## src/logic/pipe_settings.svh

```systemverilog
//--------------------------------------------------------------------
// Fixed RV32 configuration of the pipeline
// Changing PIPE_XLEN alone is not supported, the decoder assumes 32
//--------------------------------------------------------------------

`ifndef PIPE_SETTINGS_SVH
`define PIPE_SETTINGS_SVH

// Data, address and instruction word width
`define PIPE_XLEN           32

// Register file
`define PIPE_RF_ADDR_W      5
`define PIPE_RF_NUM         32

// First fetch address after reset
`define PIPE_RST_VECTOR     32'h0000_0200

`endif

```

## src/logic/pipe_pkg.sv

```systemverilog
//--------------------------------------------------------------------
// Common types of the pipeline
// Memory response encoding follows the core's memory interface
//--------------------------------------------------------------------

`include "pipe_settings.svh"

package pipe_pkg;

//--------------------------------------------------------------------
// Vector types
//--------------------------------------------------------------------
typedef logic [`PIPE_XLEN-1:0]      xlen_t;     // Data, PC and instruction word
typedef logic [`PIPE_RF_ADDR_W-1:0] rf_addr_t;  // Register index

//--------------------------------------------------------------------
// Instruction memory response
//--------------------------------------------------------------------
typedef enum logic [1:0] {
    RESP_IDLE = 2'b00,                  // No response this cycle
    RESP_OK   = 2'b01,                  // Read data valid
    RESP_ERR  = 2'b10                   // Access fault
} mem_resp_e;

//--------------------------------------------------------------------
// ALU operation
//--------------------------------------------------------------------
typedef enum logic [2:0] {
    ALU_ADD      = 3'd0,
    ALU_SUB      = 3'd1,
    ALU_XOR      = 3'd2,
    ALU_OR       = 3'd3,
    ALU_AND      = 3'd4,
    ALU_PASS_IMM = 3'd5                 // LUI result is the immediate
} alu_op_e;

endpackage : pipe_pkg

```

## src/logic/pipe_ifu.sv

```systemverilog
//--------------------------------------------------------------------
// Sequential fetch only, the address advances by 4 per word
// One request outstanding, the response must come after the ack cycle
//--------------------------------------------------------------------

`timescale 1ns/1ps

`include "pipe_settings.svh"

module pipe_ifu (
    input  logic                i_clk,
    input  logic                i_rst_n,

    // Instruction memory
    output logic                o_imem_req,
    output pipe_pkg::xlen_t     o_imem_addr,
    input  logic                i_imem_req_ack,
    input  pipe_pkg::xlen_t     i_imem_rdata,
    input  pipe_pkg::mem_resp_e i_imem_resp,

    // To decode
    output logic                o_ifu_vd,
    output pipe_pkg::xlen_t     o_ifu_instr,
    output logic                o_ifu_err,
    output pipe_pkg::xlen_t     o_ifu_pc,
    input  logic                i_idu_rdy
);

import pipe_pkg::*;

xlen_t  fetch_pc;                       // Address of the next word
logic   resp_pend;                      // Request acked, waiting for data
logic   resp_vd;
logic   buf_vd;
logic   buf_take;
logic   issue;
xlen_t  buf_instr;
logic   buf_err;
xlen_t  buf_pc;

assign resp_vd  = resp_pend & (i_imem_resp != RESP_IDLE);
assign buf_take = buf_vd & i_idu_rdy;

// New request only when the buffer is free by the time data returns
assign issue    = ~o_imem_req & ~resp_pend & (~buf_vd | buf_take);

//--------------------------------------------------------------------
// Request and buffer control
//--------------------------------------------------------------------
always_ff @(posedge i_clk or negedge i_rst_n) begin
    if (~i_rst_n) begin
        o_imem_req <= 1'b0;
        resp_pend  <= 1'b0;
        buf_vd     <= 1'b0;
        fetch_pc   <= `PIPE_RST_VECTOR;
    end else begin
        if (issue) begin
            o_imem_req <= 1'b1;
        end else if (o_imem_req & i_imem_req_ack) begin
            o_imem_req <= 1'b0;
        end
        if (o_imem_req & i_imem_req_ack) begin
            resp_pend <= 1'b1;
        end else if (resp_vd) begin
            resp_pend <= 1'b0;
        end
        if (resp_vd) begin
            buf_vd   <= 1'b1;
            fetch_pc <= fetch_pc + xlen_t'(4);  // Address stays put until data is back
        end else if (buf_take) begin
            buf_vd   <= 1'b0;
        end
    end
end

// Returned word, fault flag and its PC
always_ff @(posedge i_clk) begin
    if (resp_vd) begin
        buf_instr <= i_imem_rdata;
        buf_err   <= (i_imem_resp == RESP_ERR);
        buf_pc    <= fetch_pc;
    end
end

assign o_imem_addr = fetch_pc;
assign o_ifu_vd    = buf_vd;
assign o_ifu_instr = buf_instr;
assign o_ifu_err   = buf_err;
assign o_ifu_pc    = buf_pc;

endmodule : pipe_ifu

```

## src/logic/pipe_idu.sv

```systemverilog
//--------------------------------------------------------------------
// Decodes LUI, ADDI/XORI/ORI/ANDI and ADD/SUB/XOR/OR/AND only
// Anything else, or a faulted fetch, becomes an exception command
//--------------------------------------------------------------------

`timescale 1ns/1ps

module pipe_idu (
    input  logic                i_clk,
    input  logic                i_rst_n,

    // From fetch
    input  logic                i_ifu_vd,
    input  pipe_pkg::xlen_t     i_ifu_instr,
    input  logic                i_ifu_err,
    input  pipe_pkg::xlen_t     i_ifu_pc,
    output logic                o_idu_rdy,

    // To execute
    output logic                o_idu_vd,
    output pipe_pkg::alu_op_e   o_alu_op,
    output pipe_pkg::rf_addr_t  o_rs1,
    output pipe_pkg::rf_addr_t  o_rs2,
    output pipe_pkg::rf_addr_t  o_rd,
    output pipe_pkg::xlen_t     o_imm,
    output logic                o_use_imm,
    output logic                o_wr_en,
    output logic                o_exc,
    output pipe_pkg::xlen_t     o_pc,
    input  logic                i_exu_rdy
);

import pipe_pkg::*;

localparam logic [6:0] OPC_LUI    = 7'b0110111;
localparam logic [6:0] OPC_OP_IMM = 7'b0010011;
localparam logic [6:0] OPC_OP     = 7'b0110011;
localparam logic [2:0] F3_ADD     = 3'b000;     // Also SUB
localparam logic [2:0] F3_XOR     = 3'b100;
localparam logic [2:0] F3_OR      = 3'b110;
localparam logic [2:0] F3_AND     = 3'b111;
localparam logic [6:0] F7_BASE    = 7'b0000000;
localparam logic [6:0] F7_ALT     = 7'b0100000; // SUB

logic [6:0] opcode;
logic [2:0] funct3;
logic [6:0] funct7;
alu_op_e    dec_op;
xlen_t      dec_imm;
logic       dec_use_imm;
logic       dec_ill;
logic       dec_exc;
logic       accept;

assign opcode = i_ifu_instr[6:0];
assign funct3 = i_ifu_instr[14:12];
assign funct7 = i_ifu_instr[31:25];

//--------------------------------------------------------------------
// Decoder
//--------------------------------------------------------------------
always_comb begin
    dec_op      = ALU_ADD;
    dec_imm     = {{20{i_ifu_instr[31]}}, i_ifu_instr[31:20]};  // I-type
    dec_use_imm = 1'b0;
    dec_ill     = 1'b0;
    case (opcode)
        OPC_LUI: begin
            dec_op      = ALU_PASS_IMM;
            dec_imm     = {i_ifu_instr[31:12], 12'h000};       // U-type
            dec_use_imm = 1'b1;
        end
        OPC_OP_IMM: begin
            dec_use_imm = 1'b1;
            case (funct3)
                F3_ADD:  dec_op  = ALU_ADD;
                F3_XOR:  dec_op  = ALU_XOR;
                F3_OR:   dec_op  = ALU_OR;
                F3_AND:  dec_op  = ALU_AND;
                default: dec_ill = 1'b1;
            endcase
        end
        OPC_OP: begin
            case ({funct7, funct3})
                {F7_BASE, F3_ADD}: dec_op  = ALU_ADD;
                {F7_ALT,  F3_ADD}: dec_op  = ALU_SUB;
                {F7_BASE, F3_XOR}: dec_op  = ALU_XOR;
                {F7_BASE, F3_OR}:  dec_op  = ALU_OR;
                {F7_BASE, F3_AND}: dec_op  = ALU_AND;
                default:           dec_ill = 1'b1;
            endcase
        end
        default: dec_ill = 1'b1;
    endcase
end

assign dec_exc   = dec_ill | i_ifu_err;
assign o_idu_rdy = ~o_idu_vd | i_exu_rdy;       // Empty or being drained
assign accept    = i_ifu_vd & o_idu_rdy;

//--------------------------------------------------------------------
// Command register
//--------------------------------------------------------------------
always_ff @(posedge i_clk or negedge i_rst_n) begin
    if (~i_rst_n) begin
        o_idu_vd <= 1'b0;
    end else if (o_idu_rdy) begin
        o_idu_vd <= i_ifu_vd;
    end
end

always_ff @(posedge i_clk) begin
    if (accept) begin
        o_alu_op  <= dec_op;
        o_rs1     <= i_ifu_instr[19:15];
        o_rs2     <= i_ifu_instr[24:20];
        o_rd      <= i_ifu_instr[11:7];
        o_imm     <= dec_imm;
        o_use_imm <= dec_use_imm;
        o_wr_en   <= ~dec_exc;                  // No write for any exception
        o_exc     <= dec_exc;
        o_pc      <= i_ifu_pc;
    end
end

endmodule : pipe_idu

```

## src/logic/pipe_exu.sv

```systemverilog
//--------------------------------------------------------------------
// Single cycle execute, writeback and retire on acceptance
// Exceptions retire with rd 0 and data 0 and leave the registers alone
//--------------------------------------------------------------------

`timescale 1ns/1ps

module pipe_exu (
    input  logic                i_clk,
    input  logic                i_rst_n,

    // From decode
    input  logic                i_idu_vd,
    input  pipe_pkg::alu_op_e   i_alu_op,
    input  pipe_pkg::rf_addr_t  i_rs1,
    input  pipe_pkg::rf_addr_t  i_rs2,
    input  pipe_pkg::rf_addr_t  i_rd,
    input  pipe_pkg::xlen_t     i_imm,
    input  logic                i_use_imm,
    input  logic                i_wr_en,
    input  logic                i_exc,
    input  pipe_pkg::xlen_t     i_pc,
    output logic                o_exu_rdy,

    // Register file
    output pipe_pkg::rf_addr_t  o_rf_rs1_addr,
    output pipe_pkg::rf_addr_t  o_rf_rs2_addr,
    input  pipe_pkg::xlen_t     i_rf_rs1_data,
    input  pipe_pkg::xlen_t     i_rf_rs2_data,
    output logic                o_rf_w_req,
    output pipe_pkg::rf_addr_t  o_rf_rd_addr,
    output pipe_pkg::xlen_t     o_rf_rd_data,

    // Retire port
    output logic                o_retire_valid,
    output pipe_pkg::xlen_t     o_retire_pc,
    output pipe_pkg::rf_addr_t  o_retire_rd,
    output pipe_pkg::xlen_t     o_retire_data,
    output logic                o_retire_exc,
    input  logic                i_retire_ready
);

import pipe_pkg::*;

xlen_t  op_b;
xlen_t  alu_res;
logic   accept;

assign o_exu_rdy     = ~o_retire_valid | i_retire_ready;
assign accept        = i_idu_vd & o_exu_rdy;
assign o_rf_rs1_addr = i_rs1;
assign o_rf_rs2_addr = i_rs2;
assign op_b          = i_use_imm ? i_imm : i_rf_rs2_data;

//--------------------------------------------------------------------
// Integer ALU
//--------------------------------------------------------------------
always_comb begin
    case (i_alu_op)
        ALU_ADD:      alu_res = i_rf_rs1_data + op_b;
        ALU_SUB:      alu_res = i_rf_rs1_data - op_b;
        ALU_XOR:      alu_res = i_rf_rs1_data ^ op_b;
        ALU_OR:       alu_res = i_rf_rs1_data | op_b;
        ALU_AND:      alu_res = i_rf_rs1_data & op_b;
        ALU_PASS_IMM: alu_res = i_imm;
        default:      alu_res = i_rf_rs1_data + op_b;
    endcase
end

// Write lands at the acceptance edge, next command reads it back
assign o_rf_w_req   = accept & i_wr_en;
assign o_rf_rd_addr = i_rd;
assign o_rf_rd_data = alu_res;

//--------------------------------------------------------------------
// Retire register
//--------------------------------------------------------------------
always_ff @(posedge i_clk or negedge i_rst_n) begin
    if (~i_rst_n) begin
        o_retire_valid <= 1'b0;
    end else if (o_exu_rdy) begin
        o_retire_valid <= i_idu_vd;
    end
end

always_ff @(posedge i_clk) begin
    if (accept) begin
        o_retire_pc   <= i_pc;
        o_retire_rd   <= i_exc ? rf_addr_t'(0) : i_rd;
        o_retire_data <= i_exc ? xlen_t'(0) : alu_res;
        o_retire_exc  <= i_exc;
    end
end

endmodule : pipe_exu

```

## src/logic/pipe_mprf.sv

```systemverilog
//--------------------------------------------------------------------
// Two combinational read ports, one write port
// x0 reads as zero and drops writes
//--------------------------------------------------------------------

`timescale 1ns/1ps

`include "pipe_settings.svh"

module pipe_mprf (
    input  logic                i_clk,
    input  logic                i_rst_n,
    input  pipe_pkg::rf_addr_t  i_rs1_addr,
    input  pipe_pkg::rf_addr_t  i_rs2_addr,
    output pipe_pkg::xlen_t     o_rs1_data,
    output pipe_pkg::xlen_t     o_rs2_data,
    input  logic                i_w_req,
    input  pipe_pkg::rf_addr_t  i_rd_addr,
    input  pipe_pkg::xlen_t     i_rd_data
);

import pipe_pkg::*;

xlen_t regs [1:`PIPE_RF_NUM-1];        // No storage for x0

always_ff @(posedge i_clk or negedge i_rst_n) begin
    if (~i_rst_n) begin
        for (int i = 1; i < `PIPE_RF_NUM; i++) begin
            regs[i] <= '0;
        end
    end else if (i_w_req && (i_rd_addr != '0)) begin
        regs[i_rd_addr] <= i_rd_data;
    end
end

assign o_rs1_data = (i_rs1_addr == '0) ? '0 : regs[i_rs1_addr];
assign o_rs2_data = (i_rs2_addr == '0) ? '0 : regs[i_rs2_addr];

endmodule : pipe_mprf

```

## src/logic/pipe_top.sv

```systemverilog
//--------------------------------------------------------------------
// Fetch, decode, execute and register file of the integer pipeline
// Up to three instructions in flight, retire latency varies
//--------------------------------------------------------------------

`timescale 1ns/1ps

module pipe_top (
    input  logic                i_clk,
    input  logic                i_rst_n,

    // Instruction memory
    output logic                o_imem_req,
    output pipe_pkg::xlen_t     o_imem_addr,
    input  logic                i_imem_req_ack,
    input  pipe_pkg::xlen_t     i_imem_rdata,
    input  pipe_pkg::mem_resp_e i_imem_resp,

    // Retire port
    output logic                o_retire_valid,
    output pipe_pkg::xlen_t     o_retire_pc,
    output pipe_pkg::rf_addr_t  o_retire_rd,
    output pipe_pkg::xlen_t     o_retire_data,
    output logic                o_retire_exc,
    input  logic                i_retire_ready
);

import pipe_pkg::*;

//--------------------------------------------------------------------
// Stage links
//--------------------------------------------------------------------
logic       ifu_vd;                     // IFU -> IDU
xlen_t      ifu_instr;
logic       ifu_err;
xlen_t      ifu_pc;
logic       idu_rdy;
logic       idu_vd;                     // IDU -> EXU
alu_op_e    alu_op;
rf_addr_t   rs1;
rf_addr_t   rs2;
rf_addr_t   rd;
xlen_t      imm;
logic       use_imm;
logic       wr_en;
logic       exc;
xlen_t      pc;
logic       exu_rdy;
rf_addr_t   rf_rs1_addr;                // EXU <-> MPRF
rf_addr_t   rf_rs2_addr;
xlen_t      rf_rs1_data;
xlen_t      rf_rs2_data;
logic       rf_w_req;
rf_addr_t   rf_rd_addr;
xlen_t      rf_rd_data;

pipe_ifu pipe_ifu_i (
    .i_clk          (i_clk),            .i_rst_n        (i_rst_n),
    .o_imem_req     (o_imem_req),       .o_imem_addr    (o_imem_addr),
    .i_imem_req_ack (i_imem_req_ack),   .i_imem_rdata   (i_imem_rdata),
    .i_imem_resp    (i_imem_resp),
    .o_ifu_vd       (ifu_vd),           .o_ifu_instr    (ifu_instr),
    .o_ifu_err      (ifu_err),          .o_ifu_pc       (ifu_pc),
    .i_idu_rdy      (idu_rdy)
);

pipe_idu pipe_idu_i (
    .i_clk          (i_clk),            .i_rst_n        (i_rst_n),
    .i_ifu_vd       (ifu_vd),           .i_ifu_instr    (ifu_instr),
    .i_ifu_err      (ifu_err),          .i_ifu_pc       (ifu_pc),
    .o_idu_rdy      (idu_rdy),          .o_idu_vd       (idu_vd),
    .o_alu_op       (alu_op),           .o_rs1          (rs1),
    .o_rs2          (rs2),              .o_rd           (rd),
    .o_imm          (imm),              .o_use_imm      (use_imm),
    .o_wr_en        (wr_en),            .o_exc          (exc),
    .o_pc           (pc),               .i_exu_rdy      (exu_rdy)
);

pipe_exu pipe_exu_i (
    .i_clk          (i_clk),            .i_rst_n        (i_rst_n),
    .i_idu_vd       (idu_vd),           .i_alu_op       (alu_op),
    .i_rs1          (rs1),              .i_rs2          (rs2),
    .i_rd           (rd),               .i_imm          (imm),
    .i_use_imm      (use_imm),          .i_wr_en        (wr_en),
    .i_exc          (exc),              .i_pc           (pc),
    .o_exu_rdy      (exu_rdy),
    .o_rf_rs1_addr  (rf_rs1_addr),      .o_rf_rs2_addr  (rf_rs2_addr),
    .i_rf_rs1_data  (rf_rs1_data),      .i_rf_rs2_data  (rf_rs2_data),
    .o_rf_w_req     (rf_w_req),         .o_rf_rd_addr   (rf_rd_addr),
    .o_rf_rd_data   (rf_rd_data),
    .o_retire_valid (o_retire_valid),   .o_retire_pc    (o_retire_pc),
    .o_retire_rd    (o_retire_rd),      .o_retire_data  (o_retire_data),
    .o_retire_exc   (o_retire_exc),     .i_retire_ready (i_retire_ready)
);

pipe_mprf pipe_mprf_i (
    .i_clk          (i_clk),            .i_rst_n        (i_rst_n),
    .i_rs1_addr     (rf_rs1_addr),      .i_rs2_addr     (rf_rs2_addr),
    .o_rs1_data     (rf_rs1_data),      .o_rs2_data     (rf_rs2_data),
    .i_w_req        (rf_w_req),         .i_rd_addr      (rf_rd_addr),
    .i_rd_data      (rf_rd_data)
);

endmodule : pipe_top

```

## config.mk

```make
export PLATFORM = sky130hd
export DESIGN_NAME = pipe_top
export DESIGN_NICKNAME = d
export VERILOG_FILES = /design/src/logic/pipe_pkg.sv /design/src/logic/pipe_ifu.sv /design/src/logic/pipe_idu.sv /design/src/logic/pipe_exu.sv /design/src/logic/pipe_mprf.sv /design/src/logic/pipe_top.sv
export VERILOG_INCLUDE_DIRS = /design/src /design/src/logic
export SDC_FILE = /design/constraint.sdc
export NUM_CORES = 2
export LEC_CHECK = 0
export BUFFER_PORTS_ARGS = -buffer_cell sky130_fd_sc_hd__clkbuf_2
export CAP_MARGIN = 25
export CORE_MARGIN = 5
export CORE_UTILIZATION = 40
export DETAILED_ROUTE_END_ITERATION = 8
export GPL_TIMING_DRIVEN = 0
export PLACE_DENSITY = 0.55
export RECOVER_POWER = 100
export SLEW_MARGIN = 20
export SYNTH_ARGS = -nofsm -noshare
export SYNTH_HDL_FRONTEND = slang
export SYNTH_HIERARCHICAL = 1
export SYNTH_SLANG_ARGS = --single-unit
```

## constraint.sdc

```tcl
create_clock -name i_clk -period 9.55 [get_ports i_clk]
set_clock_uncertainty 0.15 [all_clocks]
set_input_delay 0 -clock i_clk [delete_from_list [all_inputs] [get_ports i_clk]]
set_output_delay 0 -clock i_clk [all_outputs]
set_load 0.01 [all_outputs]
```

==> Word-level counts from Yosys, hierarchy flattened <==
Cells that the tools add are included.
{ "classes": {"add_sub_neg": 3, "mux": 27, "eq_ne": 16, "magnitude_cmp": 4, "reduce_logical": 14, "bitwise": 23} }
{ "ops": {"columns": ["op", "n"], "rows": [
  ["$bwmux W992", 1],
  ["$bmux W32 S5", 2],
  ["$mux W32", 8],
  ["$demux W32 S5", 1],
  ["$pmux W32 S5", 1],
  ["$add A32 B3 Y32 const B", 1],
  ["$add A32 B32 Y32", 1],
  ["$and A32 B32 Y32", 1],
  ["$or A32 B32 Y32", 1],
  ["$sub A32 B32 Y32", 1],
  ["$xor A32 B32 Y32", 1],
  ["$mux W31", 1],
  ["$eq A10 B3 Y1 const B", 3],
  ["$ge A6 B6 Y1 const B", 3],
  ["$not A5 Y6", 3],
  ["$pmux W3 S3", 2],
  ["$eq A3 B3 Y1 const B", 5],
  ["$eq A7 B6 Y1 const B", 2],
  ["$pmux W3 S4", 1],
  ["$eq A10 B9 Y1 const B", 1],
  ["$logic_not A10 Y1", 1],
  ["$logic_not A5 Y1", 2],
  ["$mux W1", 9],
  ["$reduce_bool A2 Y1", 4],
  ["15 further kinds", 31]
]} }
{ "word_totals": {"ff_bits": 1249, "inputBits": 38, "out_inout_bits": 104, "word_cells": 141} }

==> Longest topological paths before layout <==
{ "depth": {"depth_word": 9, "mapped_depth": 31, "depth_no_buf": 23} }

==> Hierarchy <==
Netlist, hierarchy kept.
{ "by_module_without_submodules": {"columns": ["mod", "seq_area_each_um2", "cells_each", "instances", "area_each_um2"], "rows": [
  ["pipe_mprf", 24823.8, 3672, 1, 52917.0],
  ["pipe_exu", 2127.0, 884, 1, 7697.4],
  ["pipe_ifu", 2718.9, 198, 1, 3419.5],
  ["pipe_idu", 2577.5, 152, 1, 3004.1]
]} }

==> Worst setup path before layout <==
OpenSTA, ideal clock, no wires.
{ "synth_path": {"path_type": "reg-to-reg", "start": "register pipe_idu_i.o_rs2[0]", "end": "register pipe_mprf_i/regs[501] in the netlist's numbering", "path_buffers": 5, "path_stages_with_launch": 27, "required_ps": 9275, "setup_ps": 125, "arrival_ps": 5793, "path_slack_ps": 3482, "period_less_slack_ps": 6068, "cell_sequence": "edfxtp_1 buf_4 buf_4 buf_2 buf_2 mux4_2 mux2_2 nand2_1 nand4_1 mux2i_1 ha_1 o211ai_2 or3_4 nor4_2 nand2_1 o21ai_0 xnor2_1 ha_1 a21oi_1 o21ai_0 a2111oi_0 o31ai_1 xor2_1 a211oi_1 a21oi_1 clkbuf_1 mux2_2"} }
{ "synth_between": {"elab_chain_cells": 9, "word_cells_on_any_way": 14, "cone_classes": "add/sub: 2; mux: 7; bitwise: 4; reduce/logical: 1"} }
{ "synth_lines": {"columns": ["element", "line", "rtl"], "rows": [
  ["start: declaration", "pipe_idu.sv:23", "output pipe_pkg::rf_addr_t o_rs2,"],
  ["start signal: assignment", "pipe_idu.sv:116", "o_rs2 <= i_ifu_instr[24:20];"],
  ["$not A5 Y6 (implied by the code)", "pipe_mprf.sv:37", "assign o_rs2_data = (i_rs2_addr == '0) ? '0 : regs[i_rs2_addr];"],
  ["$bmux W32 S5", "pipe_mprf.sv:37", null],
  ["$mux W32 (implied by the code) (2 in a row)", "pipe_mprf.sv:37", null],
  ["$mux W32 *", "pipe_mprf.sv:37", null],
  ["named net rf_rs2_data[1]", "pipe_top.sv:52", "xlen_t rf_rs2_data;"],
  ["$mux W32 *", "pipe_exu.sv:53", "assign op_b = i_use_imm ? i_imm : i_rf_rs2_data;"],
  ["$add A32 B32 Y32 or $sub A32 B32 Y32 (tied branches)", "pipe_exu.sv:60, pipe_exu.sv:66, pipe_exu.sv:61", null],
  ["$pmux W32 S5 *", "pipe_exu.sv:59", "case (i_alu_op)"],
  ["named net rf_rd_data[21]", "pipe_top.sv:55", "xlen_t rf_rd_data;"],
  ["$bwmux W992 *", "pipe_mprf.sv:32", "regs[i_rd_addr] <= i_rd_data;"],
  ["end signal: indexed assignment", "pipe_mprf.sv:32", null],
  ["end: declaration", "pipe_mprf.sv:24", "xlen_t regs [1:`PIPE_RF_NUM-1];"]
]} }
The timed path passes the listed nets; every way through them passes the cells marked *. The select of a mux whose other input is x is not followed.
A chain may end at the register's enable or synchronous reset.

==> Worst setup path in the final report <==
{ "layout_path": {"start": "register pipe_idu_i.o_rs2[0]", "end": "register pipe_mprf_i/regs[604] in the netlist's numbering"} }
Same word-level chain as after synthesis.

==> impl_metrics.json <==
{
  "status": "finished, violations left",
  "failed_checks": "max-capacitance violations, max-slew violations, negative setup slack",
  "hold_path_class": "reg -> reg",
  "yosys.area_share.xor_xnor_pct": 1.08,
  "numClockSinks": 1245,
  "worstSkewPairLatency_ns": 0.83,
  "count_of_final_hold_check_violations": 0,
  "crit_path_end_kind": "register",
  "arrival_ns": 10.38,
  "initial_utilization_pct": 40.2,
  "cts_tree": "built",
  "total_grt_overflow": 0,
  "numCtsBuffers": 146,
  "synth_top_area_share_pct": 38.3,
  "synthTopCellsByArea": "dfrtp_1 38%, mux2_2 18%, mux4_2 12%",
  "place.gp.congestion": 1.00,
  "routed_via_density": 6.48,
  "synthArstFlopShare_pct": 82.5,
  "worst-slew-pin-transition_ns": 5.09,
  "worst-endpoint-required_ns": 10.16,
  "maxCapViolations": 17,
  "critical_path_s_largest_stage_delay_ns": 0.64,
  "muxShareOfSynthArea_pct": 34.5,
  "path_delay_family": "buffers and inverters",
  "postSynthCellCount": 4906,
  "grt_setup_unrepaired": "false",
  "clockRootBuffer": "clkbuf_16",
  "critPathSlowestCell": "nand4_1",
  "netlist-cell-type-count": 86,
  "fill_cells": 15100,
  "synth_adder_area_share_pct": 1.84,
  "cts.clk_slew.worst_paths_ns": 0.06,
  "design.core.area_um2": 167000,
  "drt_iter0_drc": 6403,
  "final_cells": 7659,
  "gr-usage-all-layers_pct": 32.4,
  "floorplan.die.width_um": 419,
  "synthesis.area_per_instance_um2": 13.7,
  "num_io_pins": 142,
  "syn2layout_area_growth_pct": 14.8,
  "drcViolationCount": 0,
  "synth.largest_area_cell": "dfrtp_1",
  "port_buffers": 139,
  "synth_top_family_by_area": "multiplexers",
  "synth.ff_latch_count": 1245,
  "fp.dieArea_um2": 176000,
  "post_route_core_utilization_pct": 46.1,
  "post_synthesis_compound_gate_area_fraction_pct": 6.10,
  "power.density_cell_area_nw_per_um2": 291,
  "setup_viol": 210,
  "nNetsFinal": 5477,
  "grt_start_max_net_pins": 89,
  "min_period_ns": 9.77,
  "routed_wirelength_um": 289000,
  "share_of_post_route_cells_with_drive_strength_above_1_pct": 36.5,
  "max_freq_mhz": 102,
  "static-leakage-power_nw": 34.2,
  "critical_path_peak_fanout": 10,
  "finalCritPeriodShare_pct": 102,
  "initial_antenna_violation_count": 13,
  "setup_slack_ns": -0.221,
  "dp_cells": 7313,
  "critical_path_class": "reg -> reg",
  "max-vdd-ir-drop_mv": 0.211,
  "num_rows": 150,
  "crit_path_start_kind": "register",
  "yosysSeqAreaShare_pct": 48.1,
  "grt_pass1_vias": 48700,
  "cts_max_level": 4,
  "count_of_nets_left_with_antenna_violations_after_detail_routing": 0,
  "simple_gate_area_share_of_the_yosys_netlist_pct": 4.82,
  "dominantRegCellSynth": "dfrtp_1",
  "totalPowerFinal_mw": 22.4,
  "wire_per_inst_um": 37.8,
  "hold_worst_slack_ns": 0.261,
  "drt_pre_antenna_iters": 6,
  "cts_buffer_depth": 3,
  "yosys_warnings": 6,
  "dp_hpwl_um": 212000,
  "grt_first_pass_wirelength_um": 395000,
  "die_height_um": 419,
  "maxSlewViolCount": 768,
  "synth_enable_flop_cells": 218,
  "relative_slew_slack_pct": -239,
  "critical_path_buf_inv_count": 7,
  "synth_area_um2": 67000,
  "critical-path-top-cell-by-count": "buf_4",
  "detailroute.via_count": 49700
}
==> worst register-to-register path, delay by kind of cell, from the launching register on <==
| kind | cells | cell delay, ns |
|---|---|---|
| xor+xnor | 1 | 0.17 |
| flops | 1 | 0.32 |
| buf+inv | 7 | 2.77 |
| simple gates | 7 | 2.39 |
| mux | 3 | 1.10 |
| fa+ha+maj | 1 | 0.25 |
| compound gates | 9 | 2.57 |
==> power breakdown <==
part	internal (mW)	leakage, nW	switching (mW)
sequential	6.85	16.1	1.06
combinational	3.22	15.8	5.64
clock	3.21	2.31	2.40
total	13.3	34.2	9.11
==> cells in the final DEF (no fill, tap or decap), types with 17 or more instances in the layout <==
| cell | instances |
|---|---|
| o211ai_1 | 17 |
| clkbuf_16 | 147 |
| mux2_2 | 1060 |
| buf_2 | 141 |
| dlygate4sd3_1 | 77 |
| nand4_1 | 43 |
| and3_1 | 17 |
| nor2_1 | 107 |
| clkinv_2 | 20 |
| xnor2_1 | 70 |
| nand3_1 | 67 |
| nor4_2 | 21 |
| clkbuf_1 | 362 |
| mux2i_1 | 312 |
| o21ai_0 | 41 |
| a21o_1 | 32 |
| clkbuf_2 | 67 |
| buf_1 | 62 |
| a211oi_1 | 63 |
| dfrtp_1 | 1026 |
| o22ai_1 | 91 |
| nor4_1 | 17 |
| nor2b_1 | 88 |
| a22oi_1 | 68 |
| edfxtp_1 | 218 |
| nor3_1 | 27 |
| clkbuf_8 | 18 |
| inv_1 | 88 |
| buf_4 | 39 |
| nand2b_1 | 44 |
| a21oi_1 | 89 |
| ha_1 | 97 |
| nand2_1 | 113 |
| a221o_1 | 27 |
| a31oi_1 | 24 |
| mux4_2 | 353 |
==> cells by family after synthesis <==
family / Yosys count
mux: 1733
flops: 1245
simple gates: 605
compound gates: 583
buf+inv: 558
fa+ha+maj: 98
xor+xnor: 83
other cells: 1
==> final cells by class <==
class / instances / area, µm² / share of cell area [%]
tap: 2204 / 2760 / 3.58
buffer: 468 / 2130 / 2.77
antenna: 5 / 12.5 / 0.0163
multi-input combinational: 3106 / 32600 / 42.4
clock buffer: 205 / 4080 / 5.30
sequential: 1245 / 32200 / 41.9
inverter: 90 / 339 / 0.441
clock inverter: 52 / 647 / 0.841
timing repair buffer: 284 / 2090 / 2.72
==> cell usage after synthesis, drive strengths merged (68+ instances only) <==
| master | count |
|---|---|
| nor2 | 111 |
| xnor2 | 70 |
| buf | 237 |
| edfxtp | 218 |
| mux2i | 314 |
| a21oi | 94 |
| nand3 | 68 |
| ha | 97 |
| mux4 | 353 |
| nor2b | 89 |
| a22oi | 69 |
| mux2 | 1066 |
| inv | 90 |
| dfrtp | 1026 |
| nand2 | 115 |
| clkbuf | 231 |
| o22ai | 91 |
==> metrics by stage <==
step	worst slack, ns	area (µm²)	setup TNS [ns]
global placement	-18.17	70500	-
finish	-0.221	77000	-18.92
detailed placement	-1.38	71900	-268.02
CTS	0.0240	77400	0
floorplan	3.48	67000	0
global route	0.0147	76900	0
==> worst paths after layout <==
path / startpoint / cells past startpoint / to / slack (ns)
worst min-delay path: pipe_idu_i/o_pc[9] / 0 / pipe_exu_i/o_retire_pc[9] / 0.26
min in group asynchronous: i_rst_n / 4 / pipe_mprf_i/regs[136] / 1.71
worst max-delay path: pipe_idu_i/o_rs2[0] / 28 / pipe_mprf_i/regs[604] / -0.22
worst min register to register: pipe_idu_i/o_pc[9] / 0 / pipe_exu_i/o_retire_pc[9] / 0.26
max in group asynchronous: i_rst_n / 7 / pipe_ifu_i/o_imem_addr[9] / 1.54
worst max register to register: pipe_idu_i/o_rs2[0] / 28 / pipe_mprf_i/regs[604] / -0.22
==> timing repair <==
| item | CTS | global route |
|---|---|---|
| resized for setup | 21 | 15 |
| endpoints found under the hold margin | 453 | 0 |
| pin swaps | 0 | 1 |
| endpoints found under the setup margin | 501 | 411 |
| hold buffers | 78 | 0 |
| setup buffers | 0 | 1 |
==> sequential cells by signal, summed over array words and instances (netlist names), 3 cells and up <==
signal,count
pipe_idu_i/o_rs1,5
pipe_idu_i/o_rd,5
pipe_exu_i/o_retire_rd,5
pipe_ifu_i/o_ifu_instr,32
pipe_mprf_i/regs,992
pipe_ifu_i/o_ifu_pc,30
pipe_idu_i/o_pc,32
pipe_idu_i/o_imm,32
pipe_idu_i/o_rs2,5
pipe_ifu_i/o_imem_addr,30
pipe_idu_i/o_alu_op,3
pipe_exu_i/o_retire_pc,32
pipe_exu_i/o_retire_data,32
==> layer usage <==
metal	global-route usage [%]	vias up	part of all wire (%)
li1	-	19600	-
met1	43.8	26300	40
met2	45.6	2981	42
met3	9.74	754	11
met4	20.2	14	7.6
met5	0	-	0.031
Note: power is estimated with default switching activity, not from simulation.
